--- src/verilog/lsuPkg.sv ---
`default_nettype none

package lsuPkg;

    // Byte address bits seen by the RAM.
    parameter int ADDR_W = 10;

    // Rename tag width.
    parameter int TAG_W = 4;

    // Data path width.
    parameter int DATA_W = 32;

    typedef enum logic [1:0] {
        lenByte = 2'd0,
        lenHalf = 2'd1,
        lenWord = 2'd2
    } memLen_t;

    // One memory operation from dispatch.
    typedef struct packed {
        logic                isStore;
        memLen_t             len;
        logic [31:0]         addr;
        logic [DATA_W-1:0]   data;     // Store data.
        logic [TAG_W-1:0]    tag;
    } memReq_t;

    // One completion back to the core.
    typedef struct packed {
        logic [TAG_W-1:0]    tag;
        logic [DATA_W-1:0]   data;     // Zero for a store.
    } memResp_t;

    // Number of bytes moved for a length code.
    function automatic logic [2:0] lenBytes(input memLen_t len);
        logic [2:0] n;
        case (len)
            lenByte: n = 3'd1;
            lenHalf: n = 3'd2;
            default: n = 3'd4;
        endcase
        return n;
    endfunction

endpackage

`default_nettype wire

--- src/verilog/dataPort.sv ---
`timescale 1ns/1ns
`default_nettype none

module dataPort (
    input  wire                        clk,
    input  wire                        rst,

    input  wire                        portValid,
    input  lsuPkg::memReq_t            portReq,
    output logic                       portCredit,

    output logic                       mcStart,
    output lsuPkg::memReq_t            mcReq,
    input  wire                        mcDone,
    input  wire [lsuPkg::DATA_W-1:0]   mcData,

    output logic                       respValid,
    output lsuPkg::memResp_t           resp
);

    logic occupied;
    logic accept;
    logic finish;

    assign accept = portValid && !occupied;
    assign finish = mcDone && occupied;

    always_ff @(posedge clk) begin
        if (rst) begin
            occupied   <= 1'b0;
            mcStart    <= 1'b0;
            respValid  <= 1'b0;
            portCredit <= 1'b0;
        end else begin
            mcStart    <= accept;      // One-cycle start pulse.
            respValid  <= finish;
            portCredit <= finish;      // Slot is free again.
            if (finish) begin
                occupied <= 1'b0;
            end
            if (accept) begin
                occupied <= 1'b1;
            end
        end
    end

    // Held operation, tag included.
    always_ff @(posedge clk) begin
        if (accept) begin
            mcReq <= portReq;
        end
    end

    always_ff @(posedge clk) begin
        if (finish) begin
            resp.tag  <= mcReq.tag;
            resp.data <= mcData;
        end
    end

endmodule

`default_nettype wire

--- config.mk ---
export PLATFORM = sky130hd
export DESIGN_NAME = dataPort
export DESIGN_NICKNAME = d
export VERILOG_FILES = /design/src/verilog/lsuPkg.sv /design/src/verilog/dataPort.sv
export SDC_FILE = /design/constraint.sdc
export NUM_CORES = 1
export LEC_CHECK = 0
export BUFFER_PORTS_ARGS = -buffer_cell sky130_fd_sc_hd__buf_2
export CORE_ASPECT_RATIO = 1.75
export CORE_MARGIN = 1
export CORE_UTILIZATION = 37
export CTS_CLUSTER_DIAMETER = 120
export DETAILED_ROUTE_END_ITERATION = 10
export GPL_TIMING_DRIVEN = 0
export PLACE_DENSITY = 0.79
export SYNTH_ARGS = -nofsm -noshare
export SYNTH_HDL_FRONTEND = slang
export SYNTH_SLANG_ARGS = --single-unit
--- constraint.sdc ---
create_clock -name clk -period 4.1 [get_ports clk]
set_input_delay 0.41 -clock clk [delete_from_list [all_inputs] [get_ports clk]]
set_output_delay 0.41 -clock clk [all_outputs]
set_load 0.02 [all_outputs]
==> impl_metrics.toml, run 1 <==
[worst_setup_path]
crit_path_max_incr_delay_ns = 0.63
critical-path-top-delay-family = "simple AND/OR/NAND/NOR gates"
critical_path_required_time_ns = 4.14
timing.critical_path.slowest_stage_cell = "sky130_fd_sc_hd__nor2b_4"
cp.arrival_ns = 1.59
path_class = "reg2reg"
worstPathBufferInverterCount = 1
worst_setup_path_start_kind = "flop"
endpoint_kind = "flop"
timing.critical_path.cells = "nor2b_4 > buf_16"
worst-path-max-fanout = 27

[synthesis]
seq_area_frac_synth_pct = 98.68
netlist-cell-type-count = 7
yosys-top-cells-area = "sky130_fd_sc_hd__edfxtp_1 (97%), sky130_fd_sc_hd__dfxtp_1 (1.8%), sky130_fd_sc_hd__nor2b_1 (0.57%), sky130_fd_sc_hd__and2_4 (0.26%), sky130_fd_sc_hd__buf_4 (0.23%)"
synth_area_um2 = 3317
synth_largest_area_cell = "sky130_fd_sc_hd__edfxtp_1"
postSynthNetCount = 224
number_of_flops_mapped_to_enable_cells_by_yosys = 107
post-synth-top-area-fraction_pct = 96.87
ys_warn_count = 0
yosysMostFrequentCell = "sky130_fd_sc_hd__edfxtp_1"
synthesis.instances = 117
synthesis.area_per_instance_um2 = 28.35
synth_flop_cell = "sky130_fd_sc_hd__edfxtp_1"
ys_ff_latch = 110
synth_commonest_cells = "sky130_fd_sc_hd__edfxtp_1 (107), sky130_fd_sc_hd__dfxtp_1 (3), sky130_fd_sc_hd__nor2b_1 (3)"
synth_async_sr_flop_share_pct = 0

[outcome]
run_status = "complete, no violations"

[floorplanning]
fp.dieW_um = 73.57
die_h_um = 127.3
placeableCoreArea_um2 = 8671
die_outline_area_um2 = 9362
initial_core_util_pct = 38.25
ioPinCount = 217
row_count = 45

[clock_network]
post_cts_hold_buffer_count = 0
cts.path.max_buffers = 2
numCtsBuffers = 9
cts.sink_count = 110
worst_skew_pair.late_latency_ns = 0.34
clock-root-buffer = "sky130_fd_sc_hd__clkbuf_16"
tritoncts_clock_tree = "yes"
clk_transition_reported_paths_ns = 0.07
cts-resized-gates = 0
cts_setup_buffers = 0
htreeDepth = 3

[placement]
portBuffers = 216
total_instance_count_after_detailed_placement = 452
preCtsSetupSlack_ns = 2.347
dpl_cell_area_um2 = 4607
routability_congestion_estimate = 0.7122
post-dp-hpwl_mm = 5.801

[timing]
fin_skew_ns = 0.005235
sum_neg_setup_slack_ns = 0
worstMarginPinSlew_ns = 0.7819
grt_setup_unrepaired = "false"
layout_min_cycle_time_ns = 1.548
timing_hold_violations_final = 0
timing_max_transition_violations_final = 0
worst_slew_margin_rel_pct = 47.76
period_share_pct = 37.76
finalWorstSetupSlack_ns = 2.552
fmax_mhz = 646.0
finalSetupViolations = 0

[routing]
antenna_violating_nets_post_route = 0
drt_first_iter_violations = 103
post-route-drc-count = 0
detail_route.vias_per_cell = 4.346
routed-via-count = 2034
total_routed_length_mm = 7.425
avgRoutedWirePerCell_um = 15.87
drt_pre_antenna_iters = 4

[flow_run]
count_of_maximum_capacitance_violations = 0

[global_route]
antenna_found_initial = 1
global_route.usage.total_pct = 15.70
first_pass_grt_wire_length_mm = 10.24
global_route.overflow_total = 0
grt_max_degree = 39
grt_pass1_vias = 1996

[pwr]
pd_cells_nw_per_um2 = 477.2
leakage_uw = 0.002071
irDropWorstVdd_v = 0.0002674

[final_layout]
final_layout_size_suffix_gt1_share_pct = 67.24
filler_free_cell_count_of_the_finished_design = 468
p_r_area_growth_vs_syn_pct = 47.38
finish.net_count = 453
final_area_um2 = 4888
diodes = 0

[hold_path]
type_of_the_worst_min_delay_path = "in2reg"
## registers in the layout (all words and copies together) (netlist names)
register and count:
mcReq 71, resp 36, mcStart 1, occupied 1, respValid 1
## logic make-up (layout without fill, tap and decap cells)
logic type | after synthesis | count (layout) | share of synthesized area, %
and+or+nand+nor | 6 | 6 | 1.094
buffers and inverters | 1 | 235 | 0.2264
DFF | 110 | 110 | 98.68
## per-stage QoR
stage               power (µW)  hold WS (ns)  util [%]
global route              2419        0.2202     56.38
floorplan                 1445        0.4814         -
CTS                       2366        0.2265     56.38
finish                    2333        0.2446     56.38
detailed placement        1563        0.4461     53.13
global placement          1549        0.4345     52.41
## final timing paths
check	from	cells after the start	end	slack, ns
worst max-delay path	occupied	2	mcReq[25]	2.55
worst min-delay path	portReq[53]	1	mcReq[53]	0.24
worst max register to register	occupied	2	mcReq[25]	2.55
worst min register to register	mcReq[0]	0	resp[32]	0.45
## final cells by class
| class | count | area (µm²) |
|---|---|---|
| plain buffers | 1 | 7.507 |
| clock buffers | 9 | 225.2 |
| clock inverters | 7 | 56.30 |
| fillers | 710 | 3782 |
| multi-input cells | 6 | 43.79 |
| flip-flops and latches | 110 | 3273 |
| well taps | 117 | 146.4 |
| repair buffers | 218 | 1136 |
## cells in the final DEF, fill, tap and decap left out, types with 2 or more instances in the layout
cell type,instances
sky130_fd_sc_hd__buf_16,2
sky130_fd_sc_hd__buf_2,216
sky130_fd_sc_hd__clkbuf_16,9
sky130_fd_sc_hd__clkinvlp_4,2
sky130_fd_sc_hd__dfxtp_1,3
sky130_fd_sc_hd__edfxtp_1,107
sky130_fd_sc_hd__inv_6,2
sky130_fd_sc_hd__nor2b_1,2
## power breakdown
part	internal, µW	total (µW)	switching (µW)	leakage (µW)
logic	81.0	216	135	0.000904
clock network	419	798	379	0.000132
registers	1300	1320	15.3	0.00104
## layer usage
| layer | vias to the layer above | routed length [µm] | GRT usage (%) |
|---|---|---|---|
| met5 | - | 13 | 0 |
| met4 | 2 | 209 | 7.805 |
| met3 | 20 | 1120 | 9.700 |
| met2 | 153 | 3825 | 26.93 |
| met1 | 933 | 2255 | 13.80 |
| li1 | 926 | - | - |
Power figures use the tool's default switching activity.
==> run 2: changes to the inputs <==
--- a/config.mk
+++ b/config.mk
@@ -8,11 +8,11 @@
 export BUFFER_PORTS_ARGS = -buffer_cell sky130_fd_sc_hd__buf_2
 export CORE_ASPECT_RATIO = 1.75
 export CORE_MARGIN = 1
-export CORE_UTILIZATION = 37
+export CORE_UTILIZATION = 41
 export CTS_CLUSTER_DIAMETER = 120
 export DETAILED_ROUTE_END_ITERATION = 10
 export GPL_TIMING_DRIVEN = 0
-export PLACE_DENSITY = 0.79
+export PLACE_DENSITY = 0.82
 export SYNTH_ARGS = -nofsm -noshare
 export SYNTH_HDL_FRONTEND = slang
 export SYNTH_SLANG_ARGS = --single-unit
==> constraint.sdc (replaced) <==
create_clock -name clk -period 1.5 [get_ports clk]
set_input_delay 0.15 -clock clk [delete_from_list [all_inputs] [get_ports clk]]
set_output_delay 0.15 -clock clk [all_outputs]
set_load 0.02 [all_outputs]
==> run 2 against run 1 <==
Effect of this change:
- the flow now stops in 4_1_cts
- synthesized cell count unchanged
- area after synthesis unchanged
==> impl_metrics.toml, run 2 <==
[placement]
routability_congestion_estimate = 0.7413
total_instance_count_after_detailed_placement = 424
portBuffers = 216

[clock_network]
cts.path.max_buffers = 2
post_cts_hold_buffer_count = 101
cts_setup_buffers = 0
clock-root-buffer = "sky130_fd_sc_hd__clkbuf_16"
cts-resized-gates = 0
cts.sink_count = 110
htreeDepth = 3
numCtsBuffers = 9

[floorplanning]
row_count = 43
die_h_um = 121.0
initial_core_util_pct = 42.23
fp.dieW_um = 69.99
ioPinCount = 217

[synthesis]
number_of_flops_mapped_to_enable_cells_by_yosys = 107
synth_largest_area_cell = "sky130_fd_sc_hd__edfxtp_1"
synth_async_sr_flop_share_pct = 0
netlist-cell-type-count = 7
ys_ff_latch = 110
synth_area_um2 = 3317
postSynthNetCount = 224
seq_area_frac_synth_pct = 98.68
synthesis.area_per_instance_um2 = 28.35
yosysMostFrequentCell = "sky130_fd_sc_hd__edfxtp_1"
synth_commonest_cells = "sky130_fd_sc_hd__edfxtp_1 (107), sky130_fd_sc_hd__dfxtp_1 (3), sky130_fd_sc_hd__nor2b_1 (3)"
post-synth-top-area-fraction_pct = 96.87
yosys-top-cells-area = "sky130_fd_sc_hd__edfxtp_1 (97%), sky130_fd_sc_hd__dfxtp_1 (1.8%), sky130_fd_sc_hd__nor2b_1 (0.57%), sky130_fd_sc_hd__and2_4 (0.26%), sky130_fd_sc_hd__buf_4 (0.23%)"
synth_flop_cell = "sky130_fd_sc_hd__edfxtp_1"
ys_warn_count = 0
synthesis.instances = 117

[outcome]
halt_point_of_the_flow = "4_1_cts"
run_status = "aborted with a tool error"
flow.first_error = "[ERROR RSZ-0060] Max buffer count reached."
-- run 2: kinds of logic after synthesis --
logic type             count (synthesis)  synth area share [%]
DFF                                  110                 98.68
and+or+nand+nor                        6                 1.094
buffers and inverters                  1                0.2264
-- run 2: through the flow --
stage / util, % / cell area (µm²) / setup WS (ns)
after floorplan: - / 3326 / -0.3078
after global placement: 57.53 / 4519 / -0.6147
after detailed placement: 57.79 / 4539 / -0.2473
==> run 3: changes to the inputs <==
--- a/config.mk
+++ b/config.mk
@@ -6,13 +6,11 @@
 export NUM_CORES = 1
 export LEC_CHECK = 0
 export BUFFER_PORTS_ARGS = -buffer_cell sky130_fd_sc_hd__buf_2
-export CORE_ASPECT_RATIO = 1.75
 export CORE_MARGIN = 1
-export CORE_UTILIZATION = 41
-export CTS_CLUSTER_DIAMETER = 120
+export CORE_UTILIZATION = 40
 export DETAILED_ROUTE_END_ITERATION = 10
 export GPL_TIMING_DRIVEN = 0
-export PLACE_DENSITY = 0.82
+export PLACE_DENSITY_LB_ADDON = 0.15
 export SYNTH_ARGS = -nofsm -noshare
 export SYNTH_HDL_FRONTEND = slang
 export SYNTH_SLANG_ARGS = --single-unit
==> run 3 against run 2 <==
Effect of this change:
- the flow again stops in 4_1_cts
- area after synthesis is the same
- synthesized cell count stayed put
==> impl_metrics.toml, run 3 <==
[synthesis]
combinational_family_with_the_most_area_after_synthesis = "simple AND/OR/NAND/NOR gates"
synthesis.area_per_instance_um2 = 28.35
synth_commonest_cells = "sky130_fd_sc_hd__edfxtp_1 (107), sky130_fd_sc_hd__dfxtp_1 (3), sky130_fd_sc_hd__nor2b_1 (3)"
synthSimpleGateAreaFrac_pct = 1.094
seq_area_frac_synth_pct = 98.68
postSynthNetCount = 224
synth_flop_cell = "sky130_fd_sc_hd__edfxtp_1"
number_of_flops_mapped_to_enable_cells_by_yosys = 107
yosysMostFrequentCell = "sky130_fd_sc_hd__edfxtp_1"
netlist-cell-type-count = 7
synth_async_sr_flop_share_pct = 0
ys_warn_count = 0
synth-adder-area-share_pct = 0
ys_ff_latch = 110
synthesis.instances = 117
synth_compound_area_share_pct = 0
synth_area_um2 = 3317
post-synth-top-area-fraction_pct = 96.87
yosys-top-cells-area = "sky130_fd_sc_hd__edfxtp_1 (97%), sky130_fd_sc_hd__dfxtp_1 (1.8%), sky130_fd_sc_hd__nor2b_1 (0.57%), sky130_fd_sc_hd__and2_4 (0.26%), sky130_fd_sc_hd__buf_4 (0.23%)"
muxShareOfSynthArea_pct = 0
synth_largest_area_cell = "sky130_fd_sc_hd__edfxtp_1"
synth_xor_area_share_pct = 0

[clock_network]
cts-resized-gates = 0
cts.sink_count = 110
post_cts_hold_buffer_count = 101
clock-root-buffer = "sky130_fd_sc_hd__clkbuf_8"
numCtsBuffers = 9
htreeDepth = 3
cts_setup_buffers = 0
cts.path.max_buffers = 2

[floorplanning]
die_h_um = 93.06
fp.dieW_um = 93.06
initial_core_util_pct = 42.05
row_count = 32
ioPinCount = 217

[placement]
routability_congestion_estimate = 0.7222
dpl_cell_area_um2 = 4574
portBuffers = 216
post-dp-hpwl_mm = 4.942

[outcome]
flow.first_error = "[ERROR RSZ-0060] Max buffer count reached."
halt_point_of_the_flow = "4_1_cts"
run_status = "aborted with a tool error"
## run 3: cells by family after synthesis
logic type | count (synthesis)
flip-flops | 110
buffers and inverters | 1
AND/OR/NAND/NOR | 6
## run 3: through the flow
step / std cells / worst slack, ns / hold slack (ns) / utilization [%] / TNS, ns
after global placement: 435 / -0.7120 / 0.3267 / 57.49 / -51.05
after floorplan: 117 / -0.3078 / 0.2216 / - / -22.04
after detailed placement: 437 / 0.3232 / 0.3281 / 57.99 / 0
