File: config.mk
export PLATFORM = sky130hd
export DESIGN_NAME = memCtrl
export DESIGN_NICKNAME = d
export VERILOG_FILES = /design/src/verilog/lsuPkg.sv /design/src/verilog/memCtrl.sv
export SDC_FILE = /design/constraint.sdc
export NUM_CORES = 1
export LEC_CHECK = 0
export ABC_AREA = 1
export BUFFER_PORTS_ARGS = -buffer_cell sky130_fd_sc_hd__buf_2
export CELL_PAD_IN_SITES_DETAIL_PLACEMENT = 1
export CELL_PAD_IN_SITES_GLOBAL_PLACEMENT = 2
export CORE_UTILIZATION = 27
export CTS_CLUSTER_DIAMETER = 200
export DETAILED_ROUTE_END_ITERATION = 10
export GPL_TIMING_DRIVEN = 0
export HOLD_SLACK_MARGIN = 0.03
export MAX_ROUTING_LAYER = met4
export PLACE_DENSITY_LB_ADDON = 0.1
export SYNTH_ARGS = -nofsm -noshare
export SYNTH_HDL_FRONTEND = slang
export SYNTH_SLANG_ARGS = --single-unit
export TNS_END_PERCENT = 5
File: constraint.sdc
create_clock -name clk -period 2.9 [get_ports clk]
set_clock_uncertainty 0.15 [all_clocks]
set_input_delay 0.435 -clock clk [delete_from_list [all_inputs] [get_ports clk]]
set_output_delay 0.435 -clock clk [all_outputs]
set_load 0.05 [all_outputs]
File: src/verilog/lsuPkg.sv
`default_nettype none

package lsuPkg;

    // Byte address bits seen by the RAM.
    parameter int ADDR_W = 10;

    // Rename tag width.
    parameter int TAG_W = 4;

    // Data path width.
    parameter int DATA_W = 32;

    typedef enum logic [1:0] {
        lenByte = 2'd0,
        lenHalf = 2'd1,
        lenWord = 2'd2
    } memLen_t;

    // One memory operation from dispatch.
    typedef struct packed {
        logic                isStore;
        memLen_t             len;
        logic [31:0]         addr;
        logic [DATA_W-1:0]   data;     // Store data.
        logic [TAG_W-1:0]    tag;
    } memReq_t;

    // One completion back to the core.
    typedef struct packed {
        logic [TAG_W-1:0]    tag;
        logic [DATA_W-1:0]   data;     // Zero for a store.
    } memResp_t;

    // Number of bytes moved for a length code.
    function automatic logic [2:0] lenBytes(input memLen_t len);
        logic [2:0] n;
        case (len)
            lenByte: n = 3'd1;
            lenHalf: n = 3'd2;
            default: n = 3'd4;
        endcase
        return n;
    endfunction

endpackage

`default_nettype wire

File: src/verilog/memCtrl.sv
`timescale 1ns/1ns
`default_nettype none

module memCtrl #(
    parameter int RAM_AW = 10
) (
    input  wire                        clk,
    input  wire                        rst,

    input  wire                        mcStart,
    input  lsuPkg::memReq_t            mcReq,
    output logic                       mcDone,
    output logic [lsuPkg::DATA_W-1:0]  mcData,

    output logic                       ramWe,
    output logic [RAM_AW-1:0]          ramAddr,
    output logic [7:0]                 ramWdata,
    input  wire  [7:0]                 ramRdata
);

    typedef enum logic [1:0] {
        stIdle,
        stActive,
        stFinish
    } state_t;

    state_t          state;
    lsuPkg::memReq_t held;
    logic [2:0]      numBytes;
    logic [2:0]      nextIdx;      // Next byte to put on the RAM port.
    logic            rdPending;    // A load byte returns this cycle.
    logic [1:0]      rdIdx;
    logic [lsuPkg::DATA_W-1:0] data;

    lsuPkg::memReq_t curReq;
    logic [2:0]      curIdx;
    logic            issueByte;
    logic            lastIssue;

    // Byte 0 goes out in the start cycle straight from the request.
    assign curReq    = (state == stIdle) ? mcReq : held;
    assign curIdx    = (state == stIdle) ? 3'd0 : nextIdx;
    assign issueByte = (state == stIdle && mcStart) ||
                       (state == stActive && nextIdx != numBytes);
    assign lastIssue = (state == stIdle) ? (lsuPkg::lenBytes(mcReq.len) == 3'd1)
                                         : (nextIdx + 3'd1 == numBytes);

    assign ramWe    = issueByte && curReq.isStore;
    assign ramAddr  = curReq.addr[RAM_AW-1:0] + RAM_AW'(curIdx);
    assign ramWdata = curReq.data[{curIdx[1:0], 3'b000} +: 8];

    assign mcDone = (state == stFinish);
    assign mcData = data;

    always_ff @(posedge clk) begin
        if (rst) begin
            state     <= stIdle;
            nextIdx   <= '0;
            rdPending <= 1'b0;
        end else begin
            rdPending <= issueByte && !curReq.isStore;
            if (issueByte) begin
                nextIdx <= curIdx + 3'd1;
            end
            case (state)
                stIdle: begin
                    if (mcStart) begin
                        state <= (mcReq.isStore && lastIssue) ? stFinish : stActive;
                    end
                end
                stActive: begin
                    if (held.isStore) begin
                        if (lastIssue) begin
                            state <= stFinish;
                        end
                    end else if (!issueByte && rdPending) begin
                        state <= stFinish;   // Last load byte lands now.
                    end
                end
                default: begin
                    state <= stIdle;
                end
            endcase
        end
    end

    always_ff @(posedge clk) begin
        if (state == stIdle && mcStart) begin
            held     <= mcReq;
            numBytes <= lsuPkg::lenBytes(mcReq.len);
        end
        rdIdx <= curIdx[1:0];
    end

    // Little-endian assembly, upper bytes stay zero.
    always_ff @(posedge clk) begin
        if (state == stIdle && mcStart) begin
            data <= '0;
        end else if (rdPending) begin
            data[{rdIdx, 3'b000} +: 8] <= ramRdata;
        end
    end

endmodule

`default_nettype wire

==> run summary, run 1 <==
The number of setup violations in the final report came out at 6. The maximum clock frequency is 0.309 GHz. Dividing the detail-routed via count by the number of cells gives 4.54. The flow ran to the end, but the final reports show violations. The register clock-pin slew on the reported worst setup and hold paths is roughly 0.07 ns. The area of the die is 14700 sq um. In the global route stage, overall resource usage came out at 16.7%.

The mean post-synth cell area came out at 9.84 sq um. The kind of cell with the highest combined delay along the critical path is simple AND/OR/NAND/NOR gates. The worst slack at placement came out at -0.532 ns. The area of placed instances is ~4700 sq um. The leakage power came out at 2.23 nW. The cell area after layout is between 5000 and 6000 sq um. Of all nets on the critical path, the largest fanout is 5. The placement row count came out at 43. The starting density of the core is 27.7%. The TritonCTS clock tree is built. The fraction of layout instances using a drive strength above 1 is 35.5%. The part of the total power dissipated in sequential elements came out at 38.7%.

The peak supply drop is approximately 0.00028 V. The cell-internal power came out at roughly 2.4 mW. Setup slack on the critical path of the routed design comes to -0.341 ns. The count of port buffers added during placement came out at 107. The detailed-route DRC error count came out at 0. The final max-slew violation count came out at 0. For this run, the slowest stage of the critical path takes 0.36 ns. The sum of overflow across all layers after global routing is 0. The shortest clock period the worst path allows after layout is approximately 3.2 ns.

The H-tree generated during clock tree synthesis spans 3 levels. The cell type with the highest aggregate area in the netlist is edfxtp_1. The post-synthesis async set-or-reset flop share is 0%.

The average detailed-routed wire length per instance came out at 15.8 microns. Traced cell by cell, the critical path runs through nor2_4 -> buf_12 -> buf_8 -> nand2_4 -> nand2_2 -> ha_4 -> inv_2 -> fa_2 -> o21ai_2 -> nand2_2 -> nor3_4 -> nand2_2 -> xor2_4 -> buf_6. Synthesis produced 390 cells. The core area is 13900 sq um. The area share of the largest cell type after synthesis is 36.0%. The area overhead of the layout relative to synthesis is 36.6%. After legalization and detailed placement, the total HPWL measured 7860 microns. The signal arrival time at the worst endpoint is 2.66 ns.

The number of flops mapped to enable cells by yosys came out at 46. The number of antenna violations at the first check in global routing is 1. The number of inserted filler cells in the final layout is 1616. The setup TNS after final layout is -1.16 ns. Routability-driven placement finished with a final weighted congestion of 0.748. The clock insertion delay at the later pin of the skew report is 0.34 ns. The switching power is about 1.2 mW. The critical path class is flop to output port. After the last flow step, the layout net total stands at 615. The worst path uses 112% of the clock period. The number of failing hold endpoints at the final stage is 0.

The number of buffers on the longest clock path is 2. For flop-to-flop paths, the worst setup slack is 0.54 ns. The portion of the post-synthesis area used by sequential elements came out at 56.8%. The number of nets in the synthesized netlist is 483. The tightest min-delay check is of the input port to flop type. The via count is 3216. After clock tree synthesis, the flow added hold-fix buffers numbering 0. The floorplan die width came out at 121 microns. The die extent in y came out at approximately 120 microns. Ranked by total cell area, the synthesized netlist is headed by edfxtp_1 (36%), dfxtp_1 (21%), nand2_1 (8.3%). The synthesized cell area is ~3800 sq um. The most numerous cell type found on the critical path is nand2_2. The proportion of total power due to net switching is 33.8%. The count of cell types in the netlist came out at 37. The transition time at the pin with the least slew margin is 0.767 ns.

The share of total power dissipated in combinational logic is 28.1%. For this run, the number of Yosys warnings is 0. The highest-delay cell along the critical path is dfxtp_4. Setup repair after global routing could not meet its margin everywhere. The number of iterations in the first detailed-routing pass is 4. The worst slew margin relative to its limit came out at 48.3%.

The first-pass GRT wire length came out at 17700 microns. The CTS buffer count is 9. CTS placed an instance of clkbuf_16 at the clock tree root.

The checks that failed: negative setup slack. The power density of the placed cells came out at 704 nW/um^2. Synthesis inferred 86 register bits. The via count of the first global-routing pass came out at 3353. For this block, the initial DRC count from the detailed router was 106. The count of clock tree sinks came out at 86. The final cell count without fillers is 708. The kind of start point of the critical path is a flop.

In the synthesized netlist the dominant register cell turns out to be edfxtp_1. The critical path contains buffers and inverters numbering 4 combined. Summed over all layers, the routed wires come to about 11000 microns.

Entering global routing, the biggest net connects 56 pins. The required time of the critical path is 2.32 ns. The max-capacitance violation count is 0. Of the total power, the clock network draws approximately a third. The count of antenna-violating nets left after detailed routing is 0. The worst setup path is captured at an output port. The number of cells after detailed placement is just under 700. In this run the count of I/O pins placed on the die edge is 134.
[cells in the final DEF, fill, tap and decap left out, types with 2 or more instances in the layout]
cell type | netlist | final
ha_1 | 10 | 8
dfxtp_4 | 0 | 2
inv_2 | 5 | 3
inv_1 | 25 | 24
nand3_1 | 17 | 16
a22o_1 | 8 | 8
o21ai_1 | 5 | 5
inv_4 | 0 | 3
nand2_1 | 85 | 78
clkinv_1 | 3 | 2
buf_6 | 3 | 7
a221oi_1 | 8 | 8
a21oi_1 | 19 | 19
xor2_2 | 0 | 2
clkinvlp_4 | 0 | 2
edfxtp_1 | 46 | 46
xor2_4 | 0 | 2
nand3_2 | 1 | 2
ha_4 | 0 | 2
nor2_4 | 0 | 2
buf_12 | 0 | 2
mux2i_1 | 3 | 3
o21ai_2 | 3 | 5
clkinv_4 | 0 | 2
xnor2_1 | 3 | 3
nand2_4 | 2 | 4
clkbuf_1 | 3 | 5
dfxtp_1 | 40 | 38
buf_2 | 6 | 102
nor2_1 | 46 | 46
clkbuf_16 | 0 | 10
a22oi_1 | 16 | 16
xor2_1 | 7 | 3
buf_4 | 1 | 19
nand2_2 | 3 | 8
o21ai_0 | 9 | 7
[layer usage]
metal	wire [microns]	global-route usage, %	vias up	part of all wire [%]
li1	-	-	1602	-
met4	189	6.71	0	1.7
met1	4940	19.7	1537	44
met3	423	3.10	12	3.8
met5	0	-	-	0
met2	5660	28.2	65	50
[power groups by stage]
| stage | sequential (mW) | clock (mW) | combinational, mW |
|---|---|---|---|
| 2_1_floorplan | 1.49 | 0 | 0.648 |
| 3_3_place_gp | 1.45 | 0 | 0.933 |
| 3_5_place_dp | 1.46 | 0 | 0.941 |
| 4_1_cts | 1.43 | 1.26 | 1.04 |
| 5_1_grt | 1.44 | 1.31 | 1.13 |
| 6_report | 1.43 | 1.23 | 1.04 |
[cell usage after synthesis, types with 5 or more instances]
library cell and n:
inv_1 25, a221oi_1 8, edfxtp_1 46, nand2_1 85, o21ai_0 9, ha_1 10, nor2_1 46, buf_2 6
xor2_1 7, a22oi_1 16, o21ai_1 5, nand3_1 17, dfxtp_1 40, inv_2 5, a21oi_1 19, a22o_1 8
[logic make-up after synthesis]
family / after synthesis / share of synthesized area (%)
simple gates: 164 / 18.7
flops: 86 / 56.8
compound gates: 70 / 12.2
buf+inv: 46 / 5.38
fa+ha+maj: 11 / 3.78
xor+xnor: 10 / 2.28
mux: 3 / 0.782
[flip-flops by register name, summed over array words and instances (netlist names)]
name / count
held: 43
rdPending: 1
numBytes: 3
nextIdx: 3
mcData: 32
state: 2
rdIdx: 2
[timing repair]
| item | in CTS | in global routing |
|---|---|---|
| gates resized for setup | 33 | 13 |
| buffers inserted | 13 | 2 |
| pin swaps | 9 | 10 |
| endpoints found under the hold margin | 0 | 0 |
| endpoints found under the setup margin | 9 | 11 |
[final timing paths]
check | startpoint | endpoint | cells past startpoint
setup / recovery | state[0] | ramAddr[8] | 14
hold / removal | mcReq[14] | held[14] | 1
setup reg to reg | rdIdx[0] | mcData[15] | 8
hold reg to reg | mcData[1] | mcData[1] | 2
[area by class of cell]
type | instances | area (sq um) | area share, %
flip-flops and latches | 86 | 2190 | 41.8
clock inverters | 4 | 55.1 | 1.05
clock buffers | 12 | 258 | 4.92
inverters | 33 | 135 | 2.58
diodes | 1 | 2.50 | 0.0477
repair buffers | 122 | 691 | 13.2
multi-input cells | 258 | 1580 | 30.1
plain buffers | 12 | 108 | 2.05
well taps | 180 | 225 | 4.29
[through the flow]
| stage | total power [mW] | hold slack [ns] | utilization, % |
|---|---|---|---|
| 2_1_floorplan | 2.14 | 0.313 | - |
| 3_3_place_gp | 2.39 | 0.304 | 33.7 |
| 3_5_place_dp | 2.40 | 0.309 | 33.7 |
| 4_1_cts | 3.74 | 0.0977 | 37.5 |
| 5_1_grt | 3.88 | 0.0958 | 37.8 |
| 6_report | 3.69 | 0.113 | 37.8 |
Power figures use the tool's default switching activity.
==> inputs of run 2 (changes only) <==
--- a/config.mk
+++ b/config.mk
@@ -5,11 +5,10 @@
 export SDC_FILE = /design/constraint.sdc
 export NUM_CORES = 1
 export LEC_CHECK = 0
-export ABC_AREA = 1
 export BUFFER_PORTS_ARGS = -buffer_cell sky130_fd_sc_hd__buf_2
 export CELL_PAD_IN_SITES_DETAIL_PLACEMENT = 1
 export CELL_PAD_IN_SITES_GLOBAL_PLACEMENT = 2
-export CORE_UTILIZATION = 27
+export CORE_UTILIZATION = 29
 export CTS_CLUSTER_DIAMETER = 200
 export DETAILED_ROUTE_END_ITERATION = 10
 export GPL_TIMING_DRIVEN = 0
==> run 2 against run 1 <==
Against the previous run:
- largest cell class unchanged
- global-route usage shrank 1.2 points
- core utilization grew 3.0 points
- sequential share of layout area grew 0.60 points
- total power shrank 11%
- design area shrank 1.4%
- final cell count shrank 16%
- the run still ends with negative setup slack left
- critical path depth shrank 2
- setup slack gained 0.15 ns
- count of clock-buffer cells in the layout shrank 1
- critical endpoint is now ramAddr[4]
- combinational power shrank 29%
- first-iteration DRC count shrank 18%
- sequential power is essentially flat
==> run summary, run 2 <==
The run finished, with violations left. The final reports fail on negative setup slack. Summing the sequential cell areas from Yosys gives 57.5% of the chip area. In this run the worst path has a maximum fanout of 6. The count of cells along the worst register-to-register path came out at 5. Among all cell types in the netlist, the one instantiated most often is edfxtp_1. Summing the areas of all compound-gate instances in the mapped netlist gives 9.89% of the synthesized area. The floorplan die width is 116 microns. Counting the fill cells in the layout gives about 1400. Data arrives at the worst endpoint at 2.51 ns.

The portion of synthesized area spent on multiplexers is approximately 10%. Global routing used ~16% of the available tracks. The max-capacitance violation count is 0.

Setup slack on the critical path of the routed design comes to -0.190 ns. The library cell used most frequently in the layout, excluding fill and tap cells, is buf_2. The boundary pin count came out at 134. The number of buffers on the longest clock path is 2. The synthesized cell area is 3800 sq um.

Among all flip-flop cells after synthesis, the most frequent one is edfxtp_1. The worst slew margin relative to its limit is 18.0%. The diode insertion count for antenna repair came out at 0. The number of setup violations in the final report came out at 7. After synthesis, the largest family of logic cells by area is simple AND/OR/NAND/NOR gates. The DRC marker count from the first detailed-route iteration came out at 87. The via count of the first global-routing pass is 2836. The peak supply drop came out at 0.000236 V. Clock tree synthesis found a total of 86 sinks.

Prior to clock tree synthesis, the placed netlist has a worst setup slack of -0.583 ns. The number of flip-flops under the largest register name is 43. The worst hold slack came out at around 0.12 ns.

The average detailed-routed wire length per instance is between 15 and 20 microns. The detailed placer's ending HPWL came out at 6850 microns. The final worst-path cycle share came out at 107%.

In the post-synthesis netlist, the biggest area contributors are edfxtp_1 (36%), dfxtp_1 (21%), a22oi_1 (6.3%). The shortest clock period the worst path allows after layout is around 3.1 ns. TritonCTS built the clock tree. edfxtp_1 takes more of the synthesized area than any other cell. At the pin with the least slew margin, the transition time is 1.23 ns. The required time of the critical path came out at roughly 2.3 ns. The count of antenna-violating nets left after detailed routing came out at 0.

The final max-slew violation count is 0. The post-synthesis async set-or-reset flop share came out at 0%. The routability congestion estimate is 0.718. The basic-gate share of the synthesized area counting and, or, nand and nor cells is 12.2%.

The worst setup path is launched from a flop. Clock tree synthesis selected as its root buffer the cell clkbuf_16. The starting density of the core is between 20 and 30%. The number of iterations in the first detailed-routing pass came out at 4. The register with the most flip-flops in the final layout is held. The average vias per placed instance is 4.59. The area overhead of the layout relative to synthesis came out at 36.3%.

For the worst-skew pair, the clock arrives at the later sink with an insertion delay of 0.33 ns. After clock tree synthesis, the clock-pin slew on the worst setup and hold paths is roughly 0.060 ns. The count of cell types in the netlist is 46. Setup repair after global routing could not meet its margin everywhere. The top cell types in the final layout, fill and taps aside, are buf_2 (101), edfxtp_1 (46), nor2_1 (41). The maximum number of pins on one net before global-route repair is 56. The XOR/XNOR share of the synthesized area is 3.66%.

After synthesis, the mean cell area works out to 13.0 sq um. Global routing finished with a remaining overflow of 0. The synthesized-area fraction occupied by adder cells is 3.82%. The power density of the placed cells came out at 632 nW/um^2. The critical path class is flop to output port.

The worst setup path is captured at an output port. The total of flip-flops plus latches after synthesis is 86. The net count of the finished layout came out at 514. For this run, design rule violations remaining after detail routing come to 0. The type of the worst min-delay path is input port to flop.

The number of flops mapped to enable cells by yosys came out at 46. The die is 116 microns tall. The CTS buffer count came out at 9. The number of antenna violations at the first check in global routing came out at 0.

The core region is 12700 sq um. For the final routed database, the setup TNS stands at -0.821 ns. The number of failing hold endpoints at the final stage is 0.

The total power after layout is 3.27 mW. The first-pass GRT wire length came out at 15100 microns. Along the worst hold path, the cell count comes to 1. For this design, the CTS-stage hold fixing added 0 buffers. The fraction of layout instances using a drive strength above 1 is 46.5%.

The area share of the largest cell type after synthesis is 36.4%. After technology mapping, the gate count stands at a little under 300. The via count came out at 2747. Buffers placed on the I/O ports in this run total between 100 and 150.

The count of warnings emitted by yosys is 0. In this run the static leakage power is 2.13 nW. The maximum clock frequency came out at 0.324 GHz. By count the netlist is led by edfxtp_1 (46), nor2_1 (41), dfxtp_1 (40). The floorplan has 41 rows. The overall routed net length came out at around 9600 microns. The number of nets in the synthesized netlist came out at 386. The area of the die came out at 13600 sq um.

The number of levels in the clock H-tree is 3.
## run 2: logic make-up (layout without fill, tap and decap cells)
family / Yosys count / in the layout
xor+xnor: 15 / 15
flops: 86 / 86
fa+ha+maj: 11 / 11
compound gates: 50 / 50
simple gates: 84 / 84
mux: 28 / 28
buf+inv: 19 / 152
## run 2: routing by layer
metal / wire [microns] / global-route usage, %
met2: 4530 / 23.7
met1: 4520 / 20.3
met4: 159 / 6.67
met3: 379 / 2.85
met5: 0 / -
## run 2: final cells by class
cell class,count,area (sq um),share of cell area [%]
Clock buffer,11,233,4.50
Inverter,8,30.0,0.581
Clock inverter,5,50.0,0.968
Tap cell,172,215,4.16
Multi-Input combinational cell,188,1700,32.9
Buffer,10,86.3,1.67
Timing Repair Buffer,118,666,12.9
Sequential cell,86,2190,42.4
## run 2: final timing paths
kind,to,startpoint,slack (ns)
hold reg to reg,mcData[11],mcData[11],0.35
hold / removal,held[35],mcReq[35],0.12
setup / recovery,ramAddr[4],state[1],-0.19
setup reg to reg,held[45],state[1],0.41
## run 2: repair_timing
| item | CTS | global route |
|---|---|---|
| setup buffers | 7 | 5 |
| setup endpoints to repair | 10 | 9 |
| gates resized for setup | 40 | 10 |
| pin swaps | 7 | 6 |
## run 2: power breakdown
| part | internal (mW) | switching (mW) | total, mW | leakage [nW] |
|---|---|---|---|---|
| logic | 0.277 | 0.459 | 0.735 | 1.23 |
| clock network | 0.661 | 0.462 | 1.12 | 0.135 |
| registers | 1.37 | 0.0368 | 1.41 | 0.766 |
| total | 2.31 | 0.957 | 3.27 | 2.13 |
## run 2: through the flow
step                cells  util (%)  area, sq um
global route          598      40.8         5170
finish                598      40.8         5170
CTS                   594      40.4         5120
floorplan             293         -         3880
detailed placement    571      36.5         4630
global placement      571      36.5         4630
## run 2: critical path, cell delays in order, from the launching register on
cell     delay [ns]
dfxtp_4        0.37
nor2_4         0.06
buf_12         0.13
buf_4          0.14
nor2b_4        0.16
inv_1          0.08
fa_2           0.40
inv_2          0.05
a21o_1         0.20
nand2_2        0.10
xor2_2         0.16
mux2i_4        0.14
buf_6          0.17
